$ cat src/rtl/ksBus_macros.svh
// Bus widths and address map; the NXM timeout and memory depth must be powers of two
`ifndef KS_BUS_MACROS_SVH
`define KS_BUS_MACROS_SVH

// Word and address widths
`define KS_WORD_WIDTH      36          // Data word
`define KS_BUS_ADDR_WIDTH  36          // Full bus address with flags
`define KS_ADDR_WIDTH      22          // Word address field
`define KS_WADDR_FIRST     14          // First bit of word address
`define KS_WADDR_LAST      35          // Last bit of word address

// Flag positions in big-endian bus address
`define KS_READ_BIT        3
`define KS_WRITE_BIT       5
`define KS_IO_BIT          6

// Address map
`define KS_MEM_DEPTH       1024        // Main memory words
`define KS_UBA_BASE        'o100       // Unibus register window
`define KS_CON_BASE        'o200       // Console register window
`define KS_IO_REGS         8           // Registers per window

// Cycles in ARB_BUSY before NXM ends a transfer
`define KS_NXM_TIMEOUT     16

`endif

$ cat src/rtl/ksBusPkg.sv
// Shared bus types; bit 0 is the most significant bit of every vector here
`include "ksBus_macros.svh"

package ksBusPkg;

   ////////////////////////////////////////////////////////////////////////////
   // Data and address types
   ////////////////////////////////////////////////////////////////////////////

   typedef logic [0:`KS_WORD_WIDTH-1]     ksWord;      // 36-bit data word
   typedef logic [0:`KS_BUS_ADDR_WIDTH-1] ksBusAddr;   // Address plus flags
   typedef logic [0:`KS_ADDR_WIDTH-1]     ksWordAddr;  // Word address only

   ////////////////////////////////////////////////////////////////////////////
   // Arbitration types
   ////////////////////////////////////////////////////////////////////////////

   // Bus masters in no particular order
   typedef enum logic [1:0] {
      MST_NONE,                        // Nobody granted
      MST_CON,                         // Console
      MST_UBA,                         // Unibus adapter
      MST_CPU                          // Processor
   } ksMaster;

   // Arbiter FSM
   typedef enum logic {
      ARB_IDLE,                        // Waiting for a request
      ARB_BUSY                         // Transfer in flight
   } ksArbState;

endpackage

$ cat src/rtl/ksBusIf.sv
// One arbiter-to-slave port; req is held until ack is seen and ack lasts one cycle
`timescale 1ns/100ps

interface ksBusIf import ksBusPkg::*; ();

   logic     req;                      // Request from arbiter
   ksBusAddr addr;                     // Address with flags
   ksWord    wdata;                    // Write data
   logic     ack;                      // Single-cycle acknowledge
   ksWord    rdata;                    // Read data, valid with ack

   // Arbiter side
   modport arb
   (
      output req,
      output addr,
      output wdata,
      input  ack,
      input  rdata
   );

   // Slave side
   modport slave
   (
      input  req,
      input  addr,
      input  wdata,
      output ack,
      output rdata
   );

endinterface

$ cat src/rtl/ksIoRegs.sv
// I/O register window at BASE; window must not straddle a KS_IO_REGS boundary
`timescale 1ns/100ps
`include "ksBus_macros.svh"

module ksIoRegs import ksBusPkg::*;
#(
   parameter ksWordAddr BASE = '0      // First word address of window
)
(
   input  logic  clk,
   input  logic  arstN,
   ksBusIf.slave bus
);

   localparam int IdxWidth = $clog2(`KS_IO_REGS);

   ksWord               regs [0:`KS_IO_REGS-1];
   ksWordAddr           wordAddr;
   ksWordAddr           offset;        // Relative to BASE
   logic [IdxWidth-1:0] idx;
   logic                rdFlag;
   logic                wrFlag;
   logic                hit;
   logic                ackR;
   ksWord               rdataR;

   ////////////////////////////////////////////////////////////////////////////
   // Address decode
   ////////////////////////////////////////////////////////////////////////////

   assign wordAddr = bus.addr[`KS_WADDR_FIRST:`KS_WADDR_LAST];
   assign offset   = wordAddr - BASE;
   assign idx      = offset[`KS_ADDR_WIDTH-IdxWidth:`KS_ADDR_WIDTH-1];
   assign rdFlag   = bus.addr[`KS_READ_BIT];
   assign wrFlag   = bus.addr[`KS_WRITE_BIT];

   // I/O space, inside window
   assign hit = bus.addr[`KS_IO_BIT] && (rdFlag || wrFlag) &&
                (wordAddr >= BASE) && (wordAddr < BASE + `KS_IO_REGS);

   ////////////////////////////////////////////////////////////////////////////
   // Registers
   ////////////////////////////////////////////////////////////////////////////

   always_ff @(posedge clk or negedge arstN)
   begin
      if (!arstN)
      begin
         ackR <= 1'b0;
         for (int i = 0; i < `KS_IO_REGS; i++)
            regs[i] <= '0;               // Read back as zero
      end
      else
      begin
         ackR <= bus.req && hit && !ackR;
         if (bus.req && hit && ackR && wrFlag)
            regs[idx] <= bus.wdata;      // Write on ack edge
      end
   end

   // Read data captured with ack
   always_ff @(posedge clk)
   begin
      if (bus.req && hit && !ackR)
         rdataR <= regs[idx];
   end

   assign bus.ack   = ackR;
   assign bus.rdata = rdataR;

endmodule

$ cat src/flat_wrapper.sv
// flat-port wrapper written by rule: the top's interface ports become plain ports
module ksIoRegs_flat import ksBusPkg::*;
#(
   parameter ksWordAddr BASE = '0                                     
)
  (clk, arstN, bus_req, bus_addr, bus_wdata, bus_ack, bus_rdata);
  ksBusIf bus_i ();
  input  logic clk;
  input  logic arstN;
  input wire logic [$bits(bus_i.req)-1:0] bus_req;
  input wire logic [$bits(bus_i.addr)-1:0] bus_addr;
  input wire logic [$bits(bus_i.wdata)-1:0] bus_wdata;
  output wire logic [$bits(bus_i.ack)-1:0] bus_ack;
  output wire logic [$bits(bus_i.rdata)-1:0] bus_rdata;
  assign bus_i.req = bus_req;
  assign bus_i.addr = bus_addr;
  assign bus_i.wdata = bus_wdata;
  assign bus_ack = bus_i.ack;
  assign bus_rdata = bus_i.rdata;
  ksIoRegs #(.BASE(BASE)) u_core (.clk(clk), .arstN(arstN), .bus(bus_i));
endmodule
$ cat config.mk
export PLATFORM = sky130hd
export DESIGN_NAME = ksIoRegs_flat
export DESIGN_NICKNAME = d
export VERILOG_FILES = /design/src/rtl/ksBusPkg.sv /design/src/rtl/ksBusIf.sv /design/src/rtl/ksIoRegs.sv /design/src/flat_wrapper.sv
export VERILOG_INCLUDE_DIRS = /design/src /design/src/rtl
export SDC_FILE = /design/constraint.sdc
export NUM_CORES = 1
export LEC_CHECK = 0
export BUFFER_PORTS_ARGS = -buffer_cell sky130_fd_sc_hd__buf_2
export CAP_MARGIN = 15
export CORE_MARGIN = 3
export CORE_UTILIZATION = 55
export CTS_CLUSTER_DIAMETER = 60
export DETAILED_ROUTE_END_ITERATION = 8
export GPL_ROUTABILITY_DRIVEN = 1
export PLACE_DENSITY = 0.79
export RECOVER_POWER = 25
export SLEW_MARGIN = 20
export SYNTH_ARGS = -nofsm -noshare
export SYNTH_HDL_FRONTEND = slang
export SYNTH_SLANG_ARGS = --single-unit
$ cat constraint.sdc
create_clock -name clk -period 4.2 [get_ports clk]
set_input_delay 0.84 -clock clk [delete_from_list [all_inputs] [get_ports clk]]
set_output_delay 0.84 -clock clk [all_outputs]
set_load 0.005 [all_outputs]
### After elaboration in Yosys (flattened, before gate mapping)

Index checks and enable logic that the tools add are counted.

* register bits: 325
* input bits: 75
* output and inout bits: 37
* logic and storage cells: 31

* $lt $le $gt $ge: 4
* muxes and demuxes: 6
* bitwise gates (word level): 1
* reduce and logical (&&, ||, !) cells: 10

Operators by type and width (number)
* bitwise mux 288 bit: 1
* binary-select mux 36 bit (select 3 bit): 1
* demux 36 bit (select 3 bit): 1
* 2-to-1 mux 36 bit: 3
* greater-or-equal comparator 22 x 1 -> 1 bit (second input constant): 1
* less-than comparator 22 x 4 -> 1 bit (second input constant): 1
* logical AND 1 bit: 8
* greater-or-equal comparator 4 bit (second input constant): 1
* less-than comparator 4 x 1 -> 1 bit (second input constant): 1
* inverter 3 -> 4 bit: 1
* logical NOT 1 bit: 1
* logical OR 1 bit: 1

### Depth between registers and ports, before layout

* depth after elaboration: 7
* mapped depth: 7
* gate-level depth less buffers: 4

### Worst setup path after synthesis

OpenSTA, ideal clock, no wires.

* path kind: input port to flip-flop
* start point: input port bus_addr[18]
* end point: register u_core.rdataR[0] (netlist: u_core.bus.rdata[0]), enable pin
* library setup time: 476 ps
* arrival time: 4156 ps
* data required time: 3724 ps
* path slack: -432 ps
* stages: 3
* buffers on the path: 0
* path through: nor4_2 nand4_4 nor3_1

* longest elaborated chain between the ends: 5
* elaborated cells between the ends (all ways): 6
* those cells by class: order compare: 2; reduce/logical: 4

Ends and longest elaborated chain
* start: declaration: line flat_wrapper.sv:11 `input wire logic [$bits(bus_i.addr)-1:0] bus_addr;`
* greater-or-equal comparator 22 x 1 -> 1 bit: line ksIoRegs.sv:39 `` (wordAddr >= BASE) && (wordAddr < BASE + `KS_IO_REGS); ``
* logical AND 1 bit: line ksIoRegs.sv:38 `` assign hit = bus.addr[`KS_IO_BIT] && (rdFlag || wrFlag) && ``
* logical AND 1 bit (*): line ksIoRegs.sv:38
* logical AND 1 bit (*) (2 in a row): line ksIoRegs.sv:64 `if (bus.req && hit && !ackR)`
* end signal: assignment: line ksIoRegs.sv:65 `rdataR <= regs[idx];`
* end: declaration: line ksIoRegs.sv:25 `ksWord rdataR;`

Mark *: on every way between the ends. The rest lies on a longest branch, timed or not.
A chain may end at the register's enable or synchronous reset.

### Worst setup path after layout

* start point: input port bus_addr[1]
* end point: register u_core.regs[0] (netlist name)

* longest elaborated chain between the ends: 6
* elaborated cells between the ends (all ways): 14
* those cells by class: order compare: 4; mux: 3; bitwise: 1; reduce/logical: 6

Ends and longest elaborated chain
* greater-or-equal comparator 22 x 1 -> 1 bit / inverter 3 -> 4 bit (equally long branches): line ksIoRegs.sv:39, ksIoRegs.sv:57
* logical AND 1 bit, or another cell as far along: line ksIoRegs.sv:38
* logical AND 1 bit, on equally long branches: line ksIoRegs.sv:38, ksIoRegs.sv:57
* logical AND 1 bit / 2-to-1 mux 36 bit (equally long branches): line ksIoRegs.sv:56, ksIoRegs.sv:57
* logical AND 1 bit / demux 36 bit (select 3 bit) (equally long branches): line ksIoRegs.sv:56, ksIoRegs.sv:57
* logical AND 1 bit / bitwise mux 288 bit (equally long branches): line ksIoRegs.sv:56, ksIoRegs.sv:57
* end signal: indexed assignment: line ksIoRegs.sv:57 `regs[idx] <= bus.wdata;`
* end: declaration: line ksIoRegs.sv:17 `` ksWord regs [0:`KS_IO_REGS-1]; ``

Several ways; a longest one is shown, not always the timed one.

==> flow_metrics.tcl <==
set metrics [dict create \
    ys_warn_count 0 \
    io_buffers 100 \
    setup_violations 0 \
    end_kind "flip-flop" \
    crit_start "bus_addr[1]" \
    timing.fmax_mhz 360 \
    failed_checks "capacitance limit, slew limit" \
    post-route-min-period_ns 2.78 \
    synth_seq_cells 325 \
    place_inst 1342 \
    die_y_um 167 \
    power_uw 6380 \
    area_growth_syn_to_layout_pct 14.0 \
    finalHoldViolations 0 \
    post-route-period-util_pct 66.2 \
    h-tree-depth 2 \
    finalMaxSlewViolations 76 \
    postSynth.asyncResetShare_pct 88.9 \
    cts_root_buf "clkbuf_16" \
    die_w_um 167 \
    pin_count 112 \
    clk_latency_ns 0.51 \
    final_cells 1404 \
    syn-mean-instance-area_um2 15.5 \
    cts_hold_buffers 0 \
    final_cell_mix "dfrtp_1 (289), mux2_2 (265), buf_2 (98)" \
    crit_path_start_kind "primary input" \
    cp.arrival_ns 3.16 \
    syn-cell-area_um2 14300 \
    clockBufferDepth 3 \
    drtPass1Iterations 5 \
    cts_setup_buffers 0 \
    ant_nets 0 \
    clk_pin_slew_ns 0.06 \
    synth-main-ff-cell "dfrtp_1" \
    power_density_nw_per_um2 392 \
    synth-edff-count 36 \
    peakVddDrop_uv 272 \
    clkSinkCount 325 \
    finalSetupTns_ns 0 \
    final_common_cell "dfrtp_1" \
    initial_utilization_pct 56.3 \
    nets 1123 \
    clock_skew_ns 0.00696 \
    fin_util_pct 64.2 \
    gp_congestion 0.777 \
    r2r_end "u_core.regs[216]" \
    routedWlPerCell_um 24.0 \
    grt_pass1_vias 9423 \
    layout-drive-gt1-share_pct 47.8 \
    vias 8644 \
    grt_setup_unrepaired "false" \
    cts_buffers 34 \
    grt_pass1_wl_um 53900 \
    relSlewSlack_pct -20.1 \
    worst_slack_ns 1.42 \
    grtUsageTotal_pct 24.4 \
    r2r_setup_slack_ns 2.13 \
    p_leak_uw 0.00780 \
    critical_path_class "primary input to flip-flop" \
    core_um2 25400 \
    drc 0 \
    synth_cells 925 \
    ys_seq_area_share_pct 58.1 \
    dieArea_um2 28000 \
    first_iter_violations 667 \
    outcome "finished with violations" \
    cts_tree "yes" \
    required_ns 4.58 \
    drt-total-wl_um 33600 \
    overflow 0 \
    worstMarginPinSlew_ns 1.80 \
    min_path_type "primary input to async pin" \
    cts_resized 0 \
    ff2ff_path_depth 4 \
    rows 58 \
    max_cap_violations 1 \
    antenna_found_initial 4 \
    place_hpwl_um 20300 \
    worst-path-max-fanout 37 \
    synth_cell_type_count 40 \
    pre_cts_ws_ns 0.897 \
    r2r-start "u_core.bus.ack" \
    via_per_inst 6.16 \
    synth_nets 1000 \
    grt_max_degree 118 \
    fill_cells 1880 \
]
==> power by group <==
group          leakage [uW]  total [uW]  internal [uW]  switching, uW
Combinational       0.00297         267           69.0            198
Clock              0.000528        2940           1750           1190
Sequential          0.00431        3180           3180      0.0000838
Total               0.00780        6380           4990           1390
==> worst max-delay path by stage <==
| stage | endpoint | cells after the start | slack, ns |
|---|---|---|---|
| 2_1_floorplan | u_core.bus.rdata[0] | 3 | 0.69 |
| 3_3_place_gp | u_core.regs[141] | 6 | 0.93 |
| 3_5_place_dp | u_core.regs[15] | 7 | 0.90 |
| 4_1_cts | u_core.regs[0] | 7 | 1.44 |
| 5_1_grt | u_core.regs[136] | 2 | 0.98 |
| 6_report | u_core.regs[0] | 7 | 1.42 |
==> registers in the layout, indices dropped and copies added, names as in the netlist <==
signal            count
u_core.bus.ack        1
u_core.bus.rdata     36
u_core.regs         288
==> area by class of cell <==
class                   count  area (um^2)  area share (%)
multi-input cells         541         5600            34.4
flip-flops and latches    325         8310            51.0
well taps                 330          413            2.53
clock buffers              56         1040            6.36
repair buffers            141          865            5.31
diodes                      2         5.00          0.0307
inverters                   5         18.8           0.115
clock inverters             4         45.0           0.276
==> cells by family after synthesis <==
| family | Yosys count | synth area share, % |
|---|---|---|
| flops | 325 | 58.1 |
| mux | 348 | 29.2 |
| buf+inv | 59 | 2.85 |
| compound gates | 113 | 6.08 |
| simple gates | 80 | 3.69 |
==> per-stage QoR <==
step,cell area (um^2),hold WS (ns)
3_3_place_gp,15200,0.462
5_1_grt,16300,0.499
6_report,16300,0.414
4_1_cts,16300,0.467
3_5_place_dp,15200,0.472
2_1_floorplan,14300,0.452
==> synth_stat cells, types with 2 or more instances <==
| library cell | instances | area share, % |
|---|---|---|
| a21oi_1 | 3 | 0.10 |
| a221oi_1 | 40 | 2.4 |
| a222oi_1 | 3 | 0.21 |
| a22o_1 | 2 | 0.12 |
| a22oi_1 | 33 | 1.7 |
| buf_1 | 8 | 0.21 |
| buf_2 | 5 | 0.17 |
| buf_6 | 24 | 1.9 |
| clkbuf_1 | 17 | 0.45 |
| clkinv_1 | 2 | 0.053 |
| dfrtp_1 | 289 | 51 |
| edfxtp_1 | 36 | 7.6 |
| inv_1 | 3 | 0.079 |
| mux2_1 | 23 | 1.8 |
| mux2_2 | 265 | 21 |
| mux2_4 | 30 | 3.1 |
| mux2i_1 | 15 | 1.0 |
| mux4_2 | 15 | 2.4 |
| nand2_1 | 26 | 0.68 |
| nand3_1 | 9 | 0.31 |
| nor2_1 | 18 | 0.47 |
| nor2b_1 | 3 | 0.13 |
| nor3_1 | 7 | 0.24 |
| nor4_2 | 2 | 0.17 |
| nor4_4 | 8 | 1.2 |
| o21ai_0 | 20 | 0.70 |
| o221ai_1 | 4 | 0.24 |
| o22ai_1 | 3 | 0.13 |
==> metal layers <==
| metal | GRT usage, % | share of wire [%] | vias up |
|---|---|---|---|
| met5 | 0 | 0.042 | - |
| met4 | 8.64 | 2.9 | 4 |
| met3 | 3.90 | 5.4 | 68 |
| met2 | 40.2 | 49 | 261 |
| met1 | 33.5 | 43 | 4564 |
| li1 | - | - | 3747 |
==> worst max-delay path: stages <==
cell    delay [ns]
buf_4         0.30
buf_4         0.56
and3_1        0.27
inv_1         0.07
nor4_4        0.29
buf_4         0.43
mux2_2        0.39
Note: power is estimated with default switching activity, not from simulation.
