<file path="src/rtl/ksBus_macros.svh">
// Bus widths and address map; the NXM timeout and memory depth must be powers of two
`ifndef KS_BUS_MACROS_SVH
`define KS_BUS_MACROS_SVH

// Word and address widths
`define KS_WORD_WIDTH      36          // Data word
`define KS_BUS_ADDR_WIDTH  36          // Full bus address with flags
`define KS_ADDR_WIDTH      22          // Word address field
`define KS_WADDR_FIRST     14          // First bit of word address
`define KS_WADDR_LAST      35          // Last bit of word address

// Flag positions in big-endian bus address
`define KS_READ_BIT        3
`define KS_WRITE_BIT       5
`define KS_IO_BIT          6

// Address map
`define KS_MEM_DEPTH       1024        // Main memory words
`define KS_UBA_BASE        'o100       // Unibus register window
`define KS_CON_BASE        'o200       // Console register window
`define KS_IO_REGS         8           // Registers per window

// Cycles in ARB_BUSY before NXM ends a transfer
`define KS_NXM_TIMEOUT     16

`endif

</file>
<file path="src/rtl/ksBusPkg.sv">
// Shared bus types; bit 0 is the most significant bit of every vector here
`include "ksBus_macros.svh"

package ksBusPkg;

   ////////////////////////////////////////////////////////////////////////////
   // Data and address types
   ////////////////////////////////////////////////////////////////////////////

   typedef logic [0:`KS_WORD_WIDTH-1]     ksWord;      // 36-bit data word
   typedef logic [0:`KS_BUS_ADDR_WIDTH-1] ksBusAddr;   // Address plus flags
   typedef logic [0:`KS_ADDR_WIDTH-1]     ksWordAddr;  // Word address only

   ////////////////////////////////////////////////////////////////////////////
   // Arbitration types
   ////////////////////////////////////////////////////////////////////////////

   // Bus masters in no particular order
   typedef enum logic [1:0] {
      MST_NONE,                        // Nobody granted
      MST_CON,                         // Console
      MST_UBA,                         // Unibus adapter
      MST_CPU                          // Processor
   } ksMaster;

   // Arbiter FSM
   typedef enum logic {
      ARB_IDLE,                        // Waiting for a request
      ARB_BUSY                         // Transfer in flight
   } ksArbState;

endpackage

</file>
<file path="src/rtl/ksBusIf.sv">
// One arbiter-to-slave port; req is held until ack is seen and ack lasts one cycle
`timescale 1ns/100ps

interface ksBusIf import ksBusPkg::*; ();

   logic     req;                      // Request from arbiter
   ksBusAddr addr;                     // Address with flags
   ksWord    wdata;                    // Write data
   logic     ack;                      // Single-cycle acknowledge
   ksWord    rdata;                    // Read data, valid with ack

   // Arbiter side
   modport arb
   (
      output req,
      output addr,
      output wdata,
      input  ack,
      input  rdata
   );

   // Slave side
   modport slave
   (
      input  req,
      input  addr,
      input  wdata,
      output ack,
      output rdata
   );

endinterface

</file>
<file path="src/rtl/ksBusArb.sv">
// Fixed priority con > uba > cpu; a grant is held until a slave ack or the NXM timeout
`timescale 1ns/100ps
`include "ksBus_macros.svh"

module ksBusArb import ksBusPkg::*;
(
   input  logic     clk,
   input  logic     arstN,
   // Console master
   input  logic     conReq,
   input  ksBusAddr conAddr,
   input  ksWord    conWdata,
   output logic     conAck,
   output ksWord    conRdata,
   // Unibus master
   input  logic     ubaReq,
   input  ksBusAddr ubaAddr,
   input  ksWord    ubaWdata,
   output logic     ubaAck,
   output ksWord    ubaRdata,
   // CPU master
   input  logic     cpuReq,
   input  ksBusAddr cpuAddr,
   input  ksWord    cpuWdata,
   output logic     cpuAck,
   output ksWord    cpuRdata,
   // Nonexistent memory pulse
   output logic     nxm,
   // Slave ports
   ksBusIf.arb      memBus,
   ksBusIf.arb      ubaBus,
   ksBusIf.arb      conBus
);

   localparam int CntWidth = $clog2(`KS_NXM_TIMEOUT);

   ksArbState           state;         // FSM state
   ksMaster             grant;         // Registered grant
   ksMaster             nextMaster;    // Priority pick
   logic [CntWidth-1:0] nxmCount;      // Busy cycle counter
   logic                grantReq;      // Req of granted master
   ksBusAddr            selAddr;
   ksWord               selWdata;
   logic                memOk;         // Access rights of grant
   logic                ubaOk;
   logic                conOk;
   logic                slvAck;        // Permitted slave answered
   ksWord               slvRdata;
   logic                nxmTimeout;
   logic                done;          // Transfer ends this cycle

   ////////////////////////////////////////////////////////////////////////////
   // Arbitration
   ////////////////////////////////////////////////////////////////////////////

   // Console highest, CPU lowest
   always_comb
   begin
      if (conReq)
         nextMaster = MST_CON;
      else if (ubaReq)
         nextMaster = MST_UBA;
      else if (cpuReq)
         nextMaster = MST_CPU;
      else
         nextMaster = MST_NONE;
   end

   always_ff @(posedge clk or negedge arstN)
   begin
      if (!arstN)
      begin
         state    <= ARB_IDLE;
         grant    <= MST_NONE;
         nxmCount <= '0;
      end
      else
      begin
         case (state)
            ARB_IDLE:
            begin
               if (nextMaster != MST_NONE)
               begin
                  state    <= ARB_BUSY;
                  grant    <= nextMaster;  // Latched for whole transfer
                  nxmCount <= '0;
               end
            end
            ARB_BUSY:
            begin
               if (done)
               begin
                  state <= ARB_IDLE;
                  grant <= MST_NONE;
               end
               else
                  nxmCount <= nxmCount + 1'b1;
            end
            default:
               state <= ARB_IDLE;
         endcase
      end
   end

   ////////////////////////////////////////////////////////////////////////////
   // Request path
   ////////////////////////////////////////////////////////////////////////////

   // Mux the granted master onto the shared slave lines
   always_comb
   begin
      case (grant)
         MST_CON:
         begin
            grantReq = conReq;
            selAddr  = conAddr;
            selWdata = conWdata;
         end
         MST_UBA:
         begin
            grantReq = ubaReq;
            selAddr  = ubaAddr;
            selWdata = ubaWdata;
         end
         MST_CPU:
         begin
            grantReq = cpuReq;
            selAddr  = cpuAddr;
            selWdata = cpuWdata;
         end
         default:
         begin
            grantReq = 1'b0;
            selAddr  = '0;
            selWdata = '0;
         end
      endcase
   end

   // Everyone reaches memory
   assign memOk = (grant != MST_NONE);
   assign ubaOk = (grant == MST_CON) || (grant == MST_CPU);   // Uba itself excluded
   assign conOk = (grant == MST_CPU);                         // CPU only

   assign memBus.req   = (state == ARB_BUSY) && grantReq && memOk;
   assign ubaBus.req   = (state == ARB_BUSY) && grantReq && ubaOk;
   assign conBus.req   = (state == ARB_BUSY) && grantReq && conOk;
   assign memBus.addr  = selAddr;
   assign ubaBus.addr  = selAddr;
   assign conBus.addr  = selAddr;
   assign memBus.wdata = selWdata;
   assign ubaBus.wdata = selWdata;
   assign conBus.wdata = selWdata;

   ////////////////////////////////////////////////////////////////////////////
   // Return path and NXM
   ////////////////////////////////////////////////////////////////////////////

   // First acking slave wins
   always_comb
   begin
      slvAck   = 1'b1;
      slvRdata = '0;
      if (memBus.ack && memOk)
         slvRdata = memBus.rdata;
      else if (ubaBus.ack && ubaOk)
         slvRdata = ubaBus.rdata;
      else if (conBus.ack && conOk)
         slvRdata = conBus.rdata;
      else
         slvAck = 1'b0;
   end

   assign nxmTimeout = (state == ARB_BUSY) &&
                       (nxmCount == CntWidth'(`KS_NXM_TIMEOUT - 1));
   assign done       = (state == ARB_BUSY) && (slvAck || nxmTimeout);
   assign nxm        = nxmTimeout && !slvAck;   // Real ack beats timeout

   assign conAck   = done && (grant == MST_CON);
   assign ubaAck   = done && (grant == MST_UBA);
   assign cpuAck   = done && (grant == MST_CPU);
   assign conRdata = conAck ? slvRdata : '0;    // Zero on NXM
   assign ubaRdata = ubaAck ? slvRdata : '0;
   assign cpuRdata = cpuAck ? slvRdata : '0;

endmodule

</file>
<file path="src/flat_wrapper.sv">
// flat-port wrapper written by rule: the top's interface ports become plain ports
module ksBusArb_flat import ksBusPkg::*;
  (clk, arstN, conReq, conAddr, conWdata, conAck, conRdata, ubaReq, ubaAddr, ubaWdata, ubaAck, ubaRdata, cpuReq, cpuAddr, cpuWdata, cpuAck, cpuRdata, nxm, memBus_req, memBus_addr, memBus_wdata, memBus_ack, memBus_rdata, ubaBus_req, ubaBus_addr, ubaBus_wdata, ubaBus_ack, ubaBus_rdata, conBus_req, conBus_addr, conBus_wdata, conBus_ack, conBus_rdata);
  ksBusIf memBus_i ();
  ksBusIf ubaBus_i ();
  ksBusIf conBus_i ();
  input  logic clk;
  input  logic arstN;
  input  logic conReq;
  input  ksBusAddr conAddr;
  input  ksWord conWdata;
  output logic conAck;
  output ksWord conRdata;
  input  logic ubaReq;
  input  ksBusAddr ubaAddr;
  input  ksWord ubaWdata;
  output logic ubaAck;
  output ksWord ubaRdata;
  input  logic cpuReq;
  input  ksBusAddr cpuAddr;
  input  ksWord cpuWdata;
  output logic cpuAck;
  output ksWord cpuRdata;
  output logic nxm;
  output wire logic [$bits(memBus_i.req)-1:0] memBus_req;
  output wire logic [$bits(memBus_i.addr)-1:0] memBus_addr;
  output wire logic [$bits(memBus_i.wdata)-1:0] memBus_wdata;
  input wire logic [$bits(memBus_i.ack)-1:0] memBus_ack;
  input wire logic [$bits(memBus_i.rdata)-1:0] memBus_rdata;
  output wire logic [$bits(ubaBus_i.req)-1:0] ubaBus_req;
  output wire logic [$bits(ubaBus_i.addr)-1:0] ubaBus_addr;
  output wire logic [$bits(ubaBus_i.wdata)-1:0] ubaBus_wdata;
  input wire logic [$bits(ubaBus_i.ack)-1:0] ubaBus_ack;
  input wire logic [$bits(ubaBus_i.rdata)-1:0] ubaBus_rdata;
  output wire logic [$bits(conBus_i.req)-1:0] conBus_req;
  output wire logic [$bits(conBus_i.addr)-1:0] conBus_addr;
  output wire logic [$bits(conBus_i.wdata)-1:0] conBus_wdata;
  input wire logic [$bits(conBus_i.ack)-1:0] conBus_ack;
  input wire logic [$bits(conBus_i.rdata)-1:0] conBus_rdata;
  assign memBus_req = memBus_i.req;
  assign memBus_addr = memBus_i.addr;
  assign memBus_wdata = memBus_i.wdata;
  assign memBus_i.ack = memBus_ack;
  assign memBus_i.rdata = memBus_rdata;
  assign ubaBus_req = ubaBus_i.req;
  assign ubaBus_addr = ubaBus_i.addr;
  assign ubaBus_wdata = ubaBus_i.wdata;
  assign ubaBus_i.ack = ubaBus_ack;
  assign ubaBus_i.rdata = ubaBus_rdata;
  assign conBus_req = conBus_i.req;
  assign conBus_addr = conBus_i.addr;
  assign conBus_wdata = conBus_i.wdata;
  assign conBus_i.ack = conBus_ack;
  assign conBus_i.rdata = conBus_rdata;
  ksBusArb u_core (.clk(clk), .arstN(arstN), .conReq(conReq), .conAddr(conAddr), .conWdata(conWdata), .conAck(conAck), .conRdata(conRdata), .ubaReq(ubaReq), .ubaAddr(ubaAddr), .ubaWdata(ubaWdata), .ubaAck(ubaAck), .ubaRdata(ubaRdata), .cpuReq(cpuReq), .cpuAddr(cpuAddr), .cpuWdata(cpuWdata), .cpuAck(cpuAck), .cpuRdata(cpuRdata), .nxm(nxm), .memBus(memBus_i), .ubaBus(ubaBus_i), .conBus(conBus_i));
endmodule
</file>
<file path="config.mk">
export PLATFORM = sky130hd
export DESIGN_NAME = ksBusArb_flat
export DESIGN_NICKNAME = d
export VERILOG_FILES = /design/src/rtl/ksBusPkg.sv /design/src/rtl/ksBusIf.sv /design/src/rtl/ksBusArb.sv /design/src/flat_wrapper.sv
export VERILOG_INCLUDE_DIRS = /design/src /design/src/rtl
export SDC_FILE = /design/constraint.sdc
export NUM_CORES = 1
export LEC_CHECK = 0
export BUFFER_PORTS_ARGS = -buffer_cell sky130_fd_sc_hd__buf_4
export CAP_MARGIN = 10
export CORE_AREA = 2 2 256 258
export DETAILED_ROUTE_END_ITERATION = 16
export DIE_AREA = 0 0 258 260
export REMOVE_ABC_BUFFERS = 1
export SYNTH_ARGS = -nofsm -noshare
export SYNTH_HDL_FRONTEND = slang
export SYNTH_SLANG_ARGS = --single-unit
</file>
<file path="constraint.sdc">
create_clock -name clk -period 2.78 [get_ports clk]
set_input_delay 0 -clock clk [delete_from_list [all_inputs] [get_ports clk]]
set_output_delay 0 -clock clk [all_outputs]
set_load 0.01 [all_outputs]
</file>
Yosys cells after proc, flatten, opt, wreduce, memory -nomap -nowiden --
Cells that the tools add are included.
Storage, ports and cells: word-level logic and storage cells 56, output and inout bits 331, flip-flop bits (word level) 7, bits of input ports 332
Operators by class: multiplexer cells 24, $add $sub $neg 1, eq/ne operators 7, reductions and logical operators 20, bitwise operators 1
Operator list (number):
- $mux W36 | 6
- $pmux W36 S3 | 2
- $logic_and A1 B1 Y1 | 13
- $mux W2 | 5
- $mux W4 | 2
- $pmux W4 S2 | 1
- $mux W1 | 5
- $add A4 B1 Y4 const B | 1
- $eq A2 B2 Y1 const B | 2
- $eq A4 B4 Y1 const B | 1
- $ne A2 B2 Y1 const B | 2
- $pmux W2 S2 | 1
- $reduce_and A2 Y1 | 2
- $reduce_bool A2 Y1 | 2
- $pmux W1 S3 | 1
- $eq A2 B1 Y1 const B | 1
- $logic_or A1 B1 Y1 | 2
- $ne A2 B1 Y1 const B | 1
- $pmux W1 S2 | 1
- $logic_not A1 Y1 | 1
- $not A1 Y1 | 1

Depth between registers and ports, before layout --
Gate-level depths: netlist (run 1).
depth in word-level cells 9, mapped depth 7, depth with buffers taken out 5

Worst setup path before layout (run 1) --
OpenSTA, ideal clock, no wires.
kind register -> register, start point register u_core.nxmCount[0], end point register u_core.nxmCount[3], arrival 1.782 ns, data required time 2.711 ns, path slack 0.929 ns, buffers on the path 1, cell stages (with the launch flop) 7, period minus slack after synthesis 1.851 ns, cells stage by stage dfrtp_1 -> ha_1 -> and4_1 -> a211o_1 -> buf_6 -> or4b_1 -> nand3_1
Between the ends: cells in the longest elaborated chain, start to end 6, elaborated cells between the ends (all ways) 9, classes of those cells 1 x add/sub; 2 x eq/ne; 2 x mux; 4 x reduce/logical
RTL lines:
- start, declared | line ksBusArb.sv:40 | logic [CntWidth-1:0] nxmCount;
- start signal, assigned | line ksBusArb.sv:97 | nxmCount <= nxmCount + 1'b1;
- parallel branches: the longest is 6 deep, another holds $add A4 B1 Y4
Several ways; the timed one is not identified. The select of a mux whose other input is x is not followed. A chain may end at the register's enable or synchronous reset.

Final worst setup path (run 1) --
start point register u_core.grant[1], end point output ubaBus_wdata[24]
Between the ends: cells in the longest elaborated chain, start to end 2, elaborated cells between the ends (all ways) 4, classes of those cells 3 x eq/ne; 1 x mux
RTL lines:
- start, declared | line ksBusArb.sv:38 | ksMaster grant;
- start signal, assigned | line ksBusArb.sv:85 | grant <= nextMaster;
- $eq A2 B2 Y1 / $eq A2 B1 Y1 (equally long branches) | line ksBusArb.sv:112 | case (grant)
- $pmux W36 S3 (*) | line ksBusArb.sv:112
- end, declared | line flat_wrapper.sv:32 | output wire logic [$bits(ubaBus_i.wdata)-1:0] ubaBus_wdata;
Mark *: on every way between the ends. The rest lies on a longest branch, timed or not.

==> impl_metrics.toml, run 1 <==
[cells_and_area]
final_cell_mix = "buf_4 (757), nor2_1 (113), o21ai_0 (100), nand2_1 (77), mux2i_1 (72)"
nets = 1557
mostFrequentLayoutCell = "buf_4"
design_area_um2 = 9820
utilization = 0.153
syn_to_final_growth_pct = 138
drive_above_1_share = 0.633
final_cells = 2085

[critical_path]
cp-end-kind = "output pin"
required_ps = 2780
reg2reg_setup_slack_ps = 720
crit_path_start = "u_core.grant[1]"
critPathKind = "reg2out"
cp_max_fo = 54
r2r-start = "u_core.nxmCount[0]"
start_kind = "flip-flop"
cp.arrival_ps = 2570
worstRegToRegCells = 5
timing.rr.end = "u_core.nxmCount[3]"
crit_end = "ubaBus_wdata[24]"

[place]
place_inst = 2074
dp_hpwl_mm = 55.8
port_buffers = 662
gp_congestion = 0.916
dpl-instance-area_um2 = 9720

[route]
drtIter0Drc = 477
post_drt_wl_per_cell_um = 28.8
drcViolationCount = 0
first_pass_iters = 5
drt_wl_total_mm = 60.0
vias_per_cell = 3.52
route.vias.total = 7337
postRouteAntennaNets = 0

[synth]
synth-edff-count = 0
syn_area_um2 = 4120
synth_top_flop_cell = "dfrtp_1"
synth.distinct_cells = 38
synthCells = 652
synth.avg_cell_area_um2 = 6.33
yosys_warnings = 0
yosysSeqAreaShare = 0.0425
async_reset_ff_frac = 1.00
synth_seq_cells = 7

[die]
num_rows = 93
die_w_um = 258
die_y_um = 260
dieArea_um2 = 67100
start_util = 0.0643
coreArea_um2 = 64100
ioPinCount = 663

[clocking]
clock_path_buffers = 2
cts_buffers = 3
clk_latency_ps = 230
cts.clk_slew.worst_paths_ps = 40
clock-sinks = 7
htreeDepth = 1
cts_root_buf = "clkbuf_16"
cts_tree = "done"

[power]
intPower_mw = 4.53
switchingPower_mw = 5.56
p_clk_frac = 0.024
p_sw_frac = 0.551
power_per_cell_area_nw_per_um2 = 1030
p_seq_frac = 0.024
p_comb_frac = 0.952
p_leak_nw = 4.97
irDropWorstVdd_v = 0.000526

[timing]
tightestPinTransition_ps = 824
hold_viol = 0
drv_slew = 0
period_share = 0.923
fin_skew_ps = 1.34
slew_headroom = 0.445
setup_viol = 0
min_period_ps = 2570
clock.fmax_ghz = 0.390
rsz0062_at_grt = "false"

[global_routing]
grt_pass1_vias = 7073
grt_max_degree = 68
grtUsageTotal = 0.168
overflow = 0
antenna_found_initial = 32
grt_pass1_wl_mm = 74.1

[run]
maxCapViolations = 0

[worst_hold_path]
hold_start = "ubaReq"
hp-class = "in2reg"

[run_status]
outcome = "completed"
## worst max-delay path: stages (launching register included)
cell      delay, ps
dfrtp_1         680
clkinv_2        360
buf_12          270
buf_4           200
o21ai_0         400
buf_4           240
buf_4           130
## synthesized netlist by cell type (2+ instances only)
master	count	share of area
buf_4	144	0.26
nor2_1	113	0.10
o21ai_0	109	0.13
nand2_1	77	0.070
mux2i_1	72	0.17
a221o_1	36	0.087
clkbuf_1	28	0.025
buf_2	17	0.021
dfrtp_1	7	0.042
buf_1	5	0.0046
a21oi_1	4	0.0049
and2_1	4	0.0061
inv_1	4	0.0036
nand3_1	3	0.0036
a22oi_1	2	0.0036
buf_6	2	0.0055
nor2b_1	2	0.0030
o21a_1	2	0.0036
o21ai_1	2	0.0024
## worst min-delay path by stage
stage	endpoint	slack (ps)	cells after the start
detailed placement	u_core.nxmCount[3]	-180	1
global placement	u_core.nxmCount[3]	-180	1
floorplan	u_core.grant[0]	-300	0
global route	u_core.grant[0]	20	2
finish	u_core.grant[0]	0.7	2
CTS	u_core.grant[0]	6	2
## layout make-up
class,instances,area [um^2]
Sequential cell,7,179
Timing Repair Buffer,764,5810
Antenna cell,7,17.5
Clock buffer,4,78.8
Fill cell,7442,54300
Tap cell,855,1070
Multi-Input combinational cell,444,2650
Inverter,4,16.3
## flip-flops by register name (all words and copies together) (netlist names)
signal / count
u_core.nxmCount: 4
u_core.state: 1
u_core.grant: 2
## routing by layer
metal	GRT usage	vias to the layer above	part of all wire
met5	0	-	0.0017
met4	0.0299	16	0.012
met3	0.0450	74	0.084
met2	0.292	569	0.49
met1	0.209	3418	0.42
li1	-	3260	-
## metrics by stage
step                power [mW]  TNS, ps  setup WS [ps]  hold slack (ps)
global placement          10.2        0            222             -176
detailed placement        10.1        0            290             -177
global route              10.8        0           12.5             22.5
CTS                       10.4        0           36.9             6.35
finish                    10.1        0            213            0.716
floorplan                 3.44  -885930          -3970             -296
## cells by family (layout without fill, tap and decap cells)
group / count (synthesis) / count (layout) / share of synthesized area
mux: 73 / 73 / 0.177
compound gates: 163 / 163 / 0.252
xor+xnor: 1 / 1 / 0.00212
flops: 7 / 7 / 0.0425
other cells: 0 / 7 / 0
simple gates: 206 / 206 / 0.200
buf+inv: 201 / 772 / 0.323
fa+ha+maj: 1 / 1 / 0.00303
## power groups by stage
stage	Combinational [mW]	Clock (mW)	Sequential, mW
5_1_grt	10.3	0.256	0.254
2_1_floorplan	3.05	0	0.395
6_report	9.60	0.244	0.244
3_5_place_dp	9.86	0	0.245
3_3_place_gp	9.91	0	0.242
4_1_cts	9.91	0.247	0.244
## what timing repair did
item,in CTS,in global routing
setup buffers,0,0
endpoints found under the setup margin,0,1
hold buffers,1,0
resized for setup,0,0
hold endpoints to repair,7,0
(Power assumes the default switching activity.)
==> run 2, diff against run 1 <==
- clock period: 2.78 -> 2.9 ns (I/O delays scaled with it)
==> impl_metrics.toml, run 2 (same netlist as run 1, synthesis figures left out) <==
[run_status]
outcome = "completed"

[cells_and_area]
drive_above_1_share = 0.627
largest_reg_flops = 4
mostFrequentLayoutCell = "buf_4"
final_cell_mix = "buf_4 (739), nor2_1 (113), o21ai_0 (98), nand2_1 (77), mux2i_1 (72)"
final_cells = 2062
design_area_um2 = 9670
top_register = "u_core.nxmCount"
nets = 1539
syn_to_final_growth_pct = 134
utilization = 0.151
reg_top3 = "u_core.nxmCount (4), u_core.grant (2), u_core.state (1)"

[critical_path]
crit_family = "simple AND/OR/NAND/NOR gates"
cp_max_fo = 37
crit_buf_inv = 2
cp.arrival_ps = 2650
required_ps = 2900
path_common_cell = "buf_4"
cp-end-kind = "output pin"
crit_chain = "ha_1 > and4_1 > a211o_1 > nand4_2 > buf_4 > nor2_1 > buf_4"
crit_slowest_cell = "nor2_1"
max_stage_delay_ps = 420
start_kind = "flip-flop"
critPathKind = "reg2out"

[clocking]
clk_latency_ps = 230
clock_path_buffers = 2
cts_root_buf = "clkbuf_16"
cts_tree = "done"
post_cts_resized = 0
cts.clk_slew.worst_paths_ps = 30
clock-sinks = 7
htreeDepth = 1
cts_buffers = 3

[place]
dpl-instance-area_um2 = 9560
place_inst = 2054
dp_hpwl_mm = 55.0
port_buffers = 662
gp_congestion = 0.893

[timing]
clock.fmax_ghz = 0.377
setup_viol = 0
setup_tns_ps = 0
fin_skew_ps = 1.25
hold_viol = 0
slew_headroom = 0.353
min_period_ps = 2650
rsz0062_at_grt = "false"
tightestPinTransition_ps = 960
period_share = 0.915
drv_slew = 0

[global_routing]
overflow = 0
antenna_found_initial = 28
grt_pass1_wl_mm = 74.1
grtUsageTotal = 0.168
grt_pass1_vias = 6928
grt_max_degree = 68

[die]
die_y_um = 260
dieArea_um2 = 67100
die_w_um = 258
coreArea_um2 = 64100
num_rows = 93
start_util = 0.0643
ioPinCount = 663

[route]
postRouteAntennaNets = 0
vias_per_cell = 3.49
drt_wl_total_mm = 59.7
drtIter0Drc = 420
route.vias.total = 7191
first_pass_iters = 5
post_drt_wl_per_cell_um = 29.0
drcViolationCount = 0

[power]
irDropWorstVdd_v = 0.000426
p_leak_nw = 4.88
total_power_mw = 9.49
power_per_cell_area_nw_per_um2 = 982

[run]
maxCapViolations = 0

[worst_hold_path]
hp-class = "in2reg"
[run 2: cell count changes in the layout (fill, tap and decap cells not counted), sizes merged]
cell         change
diode            -5
buf             -19
dlygate4sd3      +1
[run 2: layer usage]
layer  wire [um]  global-route usage
met5          56                   0
met4         784              0.0177
met3        4190              0.0360
met2       28900               0.295
met1       25800               0.215
[run 2: worst paths after layout]
kind	start	endpoint	slack, ps	depth (start not counted)
setup / recovery	u_core.nxmCount[0]	cpuRdata[23]	250	7
hold / removal	cpuReq	u_core.grant[1]	50	3
setup reg to reg	u_core.nxmCount[0]	u_core.nxmCount[3]	850	5
hold reg to reg	u_core.nxmCount[1]	u_core.nxmCount[1]	580	2
max in group asynchronous	arstN	u_core.grant[0]	2640	2
min in group asynchronous	arstN	u_core.nxmCount[1]	120	2
[run 2: timing repair]
action | CTS | global route
setup buffers | 0 | 0
hold endpoints to repair | 8 | 0
hold buffers | 2 | 0
[run 2: cell type report]
| class | instances | area (um^2) |
|---|---|---|
| Tap cell | 855 | 1070 |
| Sequential cell | 7 | 179 |
| Clock buffer | 4 | 78.8 |
| Timing Repair Buffer | 746 | 5670 |
| Antenna cell | 2 | 5.00 |
| Fill cell | 7465 | 54400 |
| Multi-Input combinational cell | 444 | 2650 |
| Inverter | 4 | 16.3 |
[run 2: per-stage QoR]
step	worst slack, ps	hold slack, ps
floorplan	-3850	-296
global placement	534	-182
detailed placement	504	-181
CTS	258	49.8
global route	115	86.6
finish	247	49.4
[run 2: power by group]
group	switching [mW]	total, mW	internal [mW]	leakage, nW
Combinational	5.15	8.99	3.84	4.75
Sequential	0.120	0.266	0.146	0.0863
Clock	0.0515	0.234	0.183	0.0382
Total	5.32	9.49	4.17	4.88
[run 2: worst reg2reg max path: cells and delay by family, from the launching register on]
| family | cells | cell delay [ps] |
|---|---|---|
| and+or+nand+nor | 3 | 940 |
| DFF | 1 | 410 |
| AOI/OAI and AO/OA | 1 | 390 |
| adders and majority gates | 1 | 250 |
==> run 3, diff against run 2 <==
--- a/constraint.sdc
+++ b/constraint.sdc
@@ -3,2 +3,2 @@
 set_output_delay 0 -clock clk [all_outputs]
-set_load 0.01 [all_outputs]
+set_load 0.02 [all_outputs]
==> impl_metrics.toml, run 3 (same netlist as run 1, synthesis figures left out) <==
[global_routing]
grt_pass1_vias = 6912
overflow = 0
grt_use_met1 = 0.211
grt.met2_usage = 0.296
grt_pass1_wl_mm = 73.0
grt_max_degree = 73
grtUsageTotal = 0.167
grt_use_met3 = 0.0406
grt.busiest_layer = "met2"
antenna_found_initial = 29

[clocking]
clock_path_buffers = 2
clock-sinks = 7
cts_tree = "done"
clk_latency_ps = 230
htreeDepth = 1
ctsHoldBuffers = 2
cts_setup_buffers = 0
cts.clk_slew.worst_paths_ps = 40
post_cts_resized = 0
cts_buffers = 3
cts_root_buf = "clkbuf_16"

[timing]
setup_tns_ps = 0
tightestPinTransition_ps = 985
rsz0062_at_grt = "false"
min_period_ps = 2710
slew_headroom = 0.337
hold_viol = 0
drv_slew = 0
period_share = 0.934
fin_ws_ps = 191
setup_viol = 0
clock.fmax_ghz = 0.369
fin_skew_ps = 0.289

[power]
p_leak_nw = 4.90
p_seq_frac = 0.023
intPower_mw = 4.26
power_per_cell_area_nw_per_um2 = 1130
switchingPower_mw = 6.68
total_power_mw = 10.9
irDropWorstVdd_v = 0.000575
p_sw_frac = 0.611
p_comb_frac = 0.955
p_clk_frac = 0.022

[place]
gp_congestion = 0.909
dp_hpwl_mm = 54.8
dpl-instance-area_um2 = 9600
port_buffers = 662
post-place-ws_ps = 438

[die]
num_rows = 93
start_util = 0.0643
die_y_um = 260
coreArea_um2 = 64100
ioPinCount = 663
die_w_um = 258
dieArea_um2 = 67100

[critical_path]
crit_buf_inv = 2
crit_path_start = "u_core.grant[0]"
crit_slowest_cell = "o21ai_0"
crit_chain = "buf_12 > mux2i_1 > o21ai_0 > buf_4"
critPathKind = "reg2out"
cp.depth = 4
timing.rr.end = "u_core.nxmCount[3]"
start_kind = "flip-flop"
crit_family = "compound AO/OA/AOI/OAI gates"
r2r-start = "u_core.nxmCount[0]"
cp_max_fo = 72
reg2reg_setup_slack_ps = 860
crit_end = "memBus_wdata[23]"
worstRegToRegCells = 5
max_stage_delay_ps = 790
cp-end-kind = "output pin"
cp.arrival_ps = 2710
required_ps = 2900

[run_status]
outcome = "completed"

[cells_and_area]
largest_reg_flops = 4
syn_to_final_growth_pct = 135
drive_above_1_share = 0.629
mostFrequentLayoutCell = "buf_4"
design_area_um2 = 9700
final_cell_mix = "buf_4 (749), nor2_1 (113), o21ai_0 (100), nand2_1 (77), mux2i_1 (72)"
reg_top3 = "u_core.nxmCount (4), u_core.grant (2), u_core.state (1)"
top_register = "u_core.nxmCount"
nets = 1547

[route]
postRouteAntennaNets = 0
drtIter0Drc = 498
post_drt_wl_per_cell_um = 28.8
drcViolationCount = 0
route.vias.total = 7231
vias_per_cell = 3.49
first_pass_iters = 7
drt_wl_total_mm = 59.7

[worst_hold_path]
hp-class = "in2reg"

[run]
maxCapViolations = 0
==> run 3: changes by cell type in the layout (fill, tap and decap cells not counted), sizes merged <==
cell  previous run  this run
buf            744       752
==> run 3: layer usage <==
layer | vias up | wire [um]
met1 | 3397 | 25400
met4 | 8 | 665
met2 | 520 | 29000
met3 | 68 | 4550
met5 | - | 48
li1 | 3238 | -
==> run 3: power groups by stage <==
stage               Clock, mW  Sequential, mW  Combinational [mW]
detailed placement          0           0.259                10.7
global route            0.247           0.264                11.0
finish                  0.237           0.255                10.4
floorplan                   0           0.379                4.25
global placement            0           0.252                10.7
CTS                     0.241           0.258                10.7
==> run 3: final cells by class <==
cell class,count,area (um^2)
Timing Repair Buffer,754,5700
Antenna cell,2,5.00
Clock buffer,4,78.8
Tap cell,855,1070
Sequential cell,7,179
Multi-Input combinational cell,444,2650
Inverter,4,16.3
Fill cell,7444,54400
==> run 3: through the flow <==
| stage | instances | util | hold slack [ps] |
|---|---|---|---|
| CTS | 2068 | 0.151 | 46.0 |
| detailed placement | 2062 | 0.150 | -178 |
| floorplan | 455 | - | -296 |
| global placement | 2062 | 0.150 | -177 |
| finish | 2070 | 0.151 | 48.4 |
| global route | 2070 | 0.151 | 80.4 |
==> run 3: how the worst min path moves through the flow <==
stage,startpoint,slack [ps],endpoint,cells past startpoint
5_1_grt,cpuReq,80,u_core.grant[1],3
4_1_cts,cpuReq,50,u_core.grant[1],3
3_5_place_dp,arstN,-180,u_core.nxmCount[3],1
2_1_floorplan,arstN,-300,u_core.grant[0],0
3_3_place_gp,arstN,-180,u_core.nxmCount[0],1
6_report,cpuReq,50,u_core.grant[1],3
==> run 3: worst min-delay path, cell delays in order <==
cell	delay (ps)
buf_4	100
o31ai_1	70
o21ai_0	70
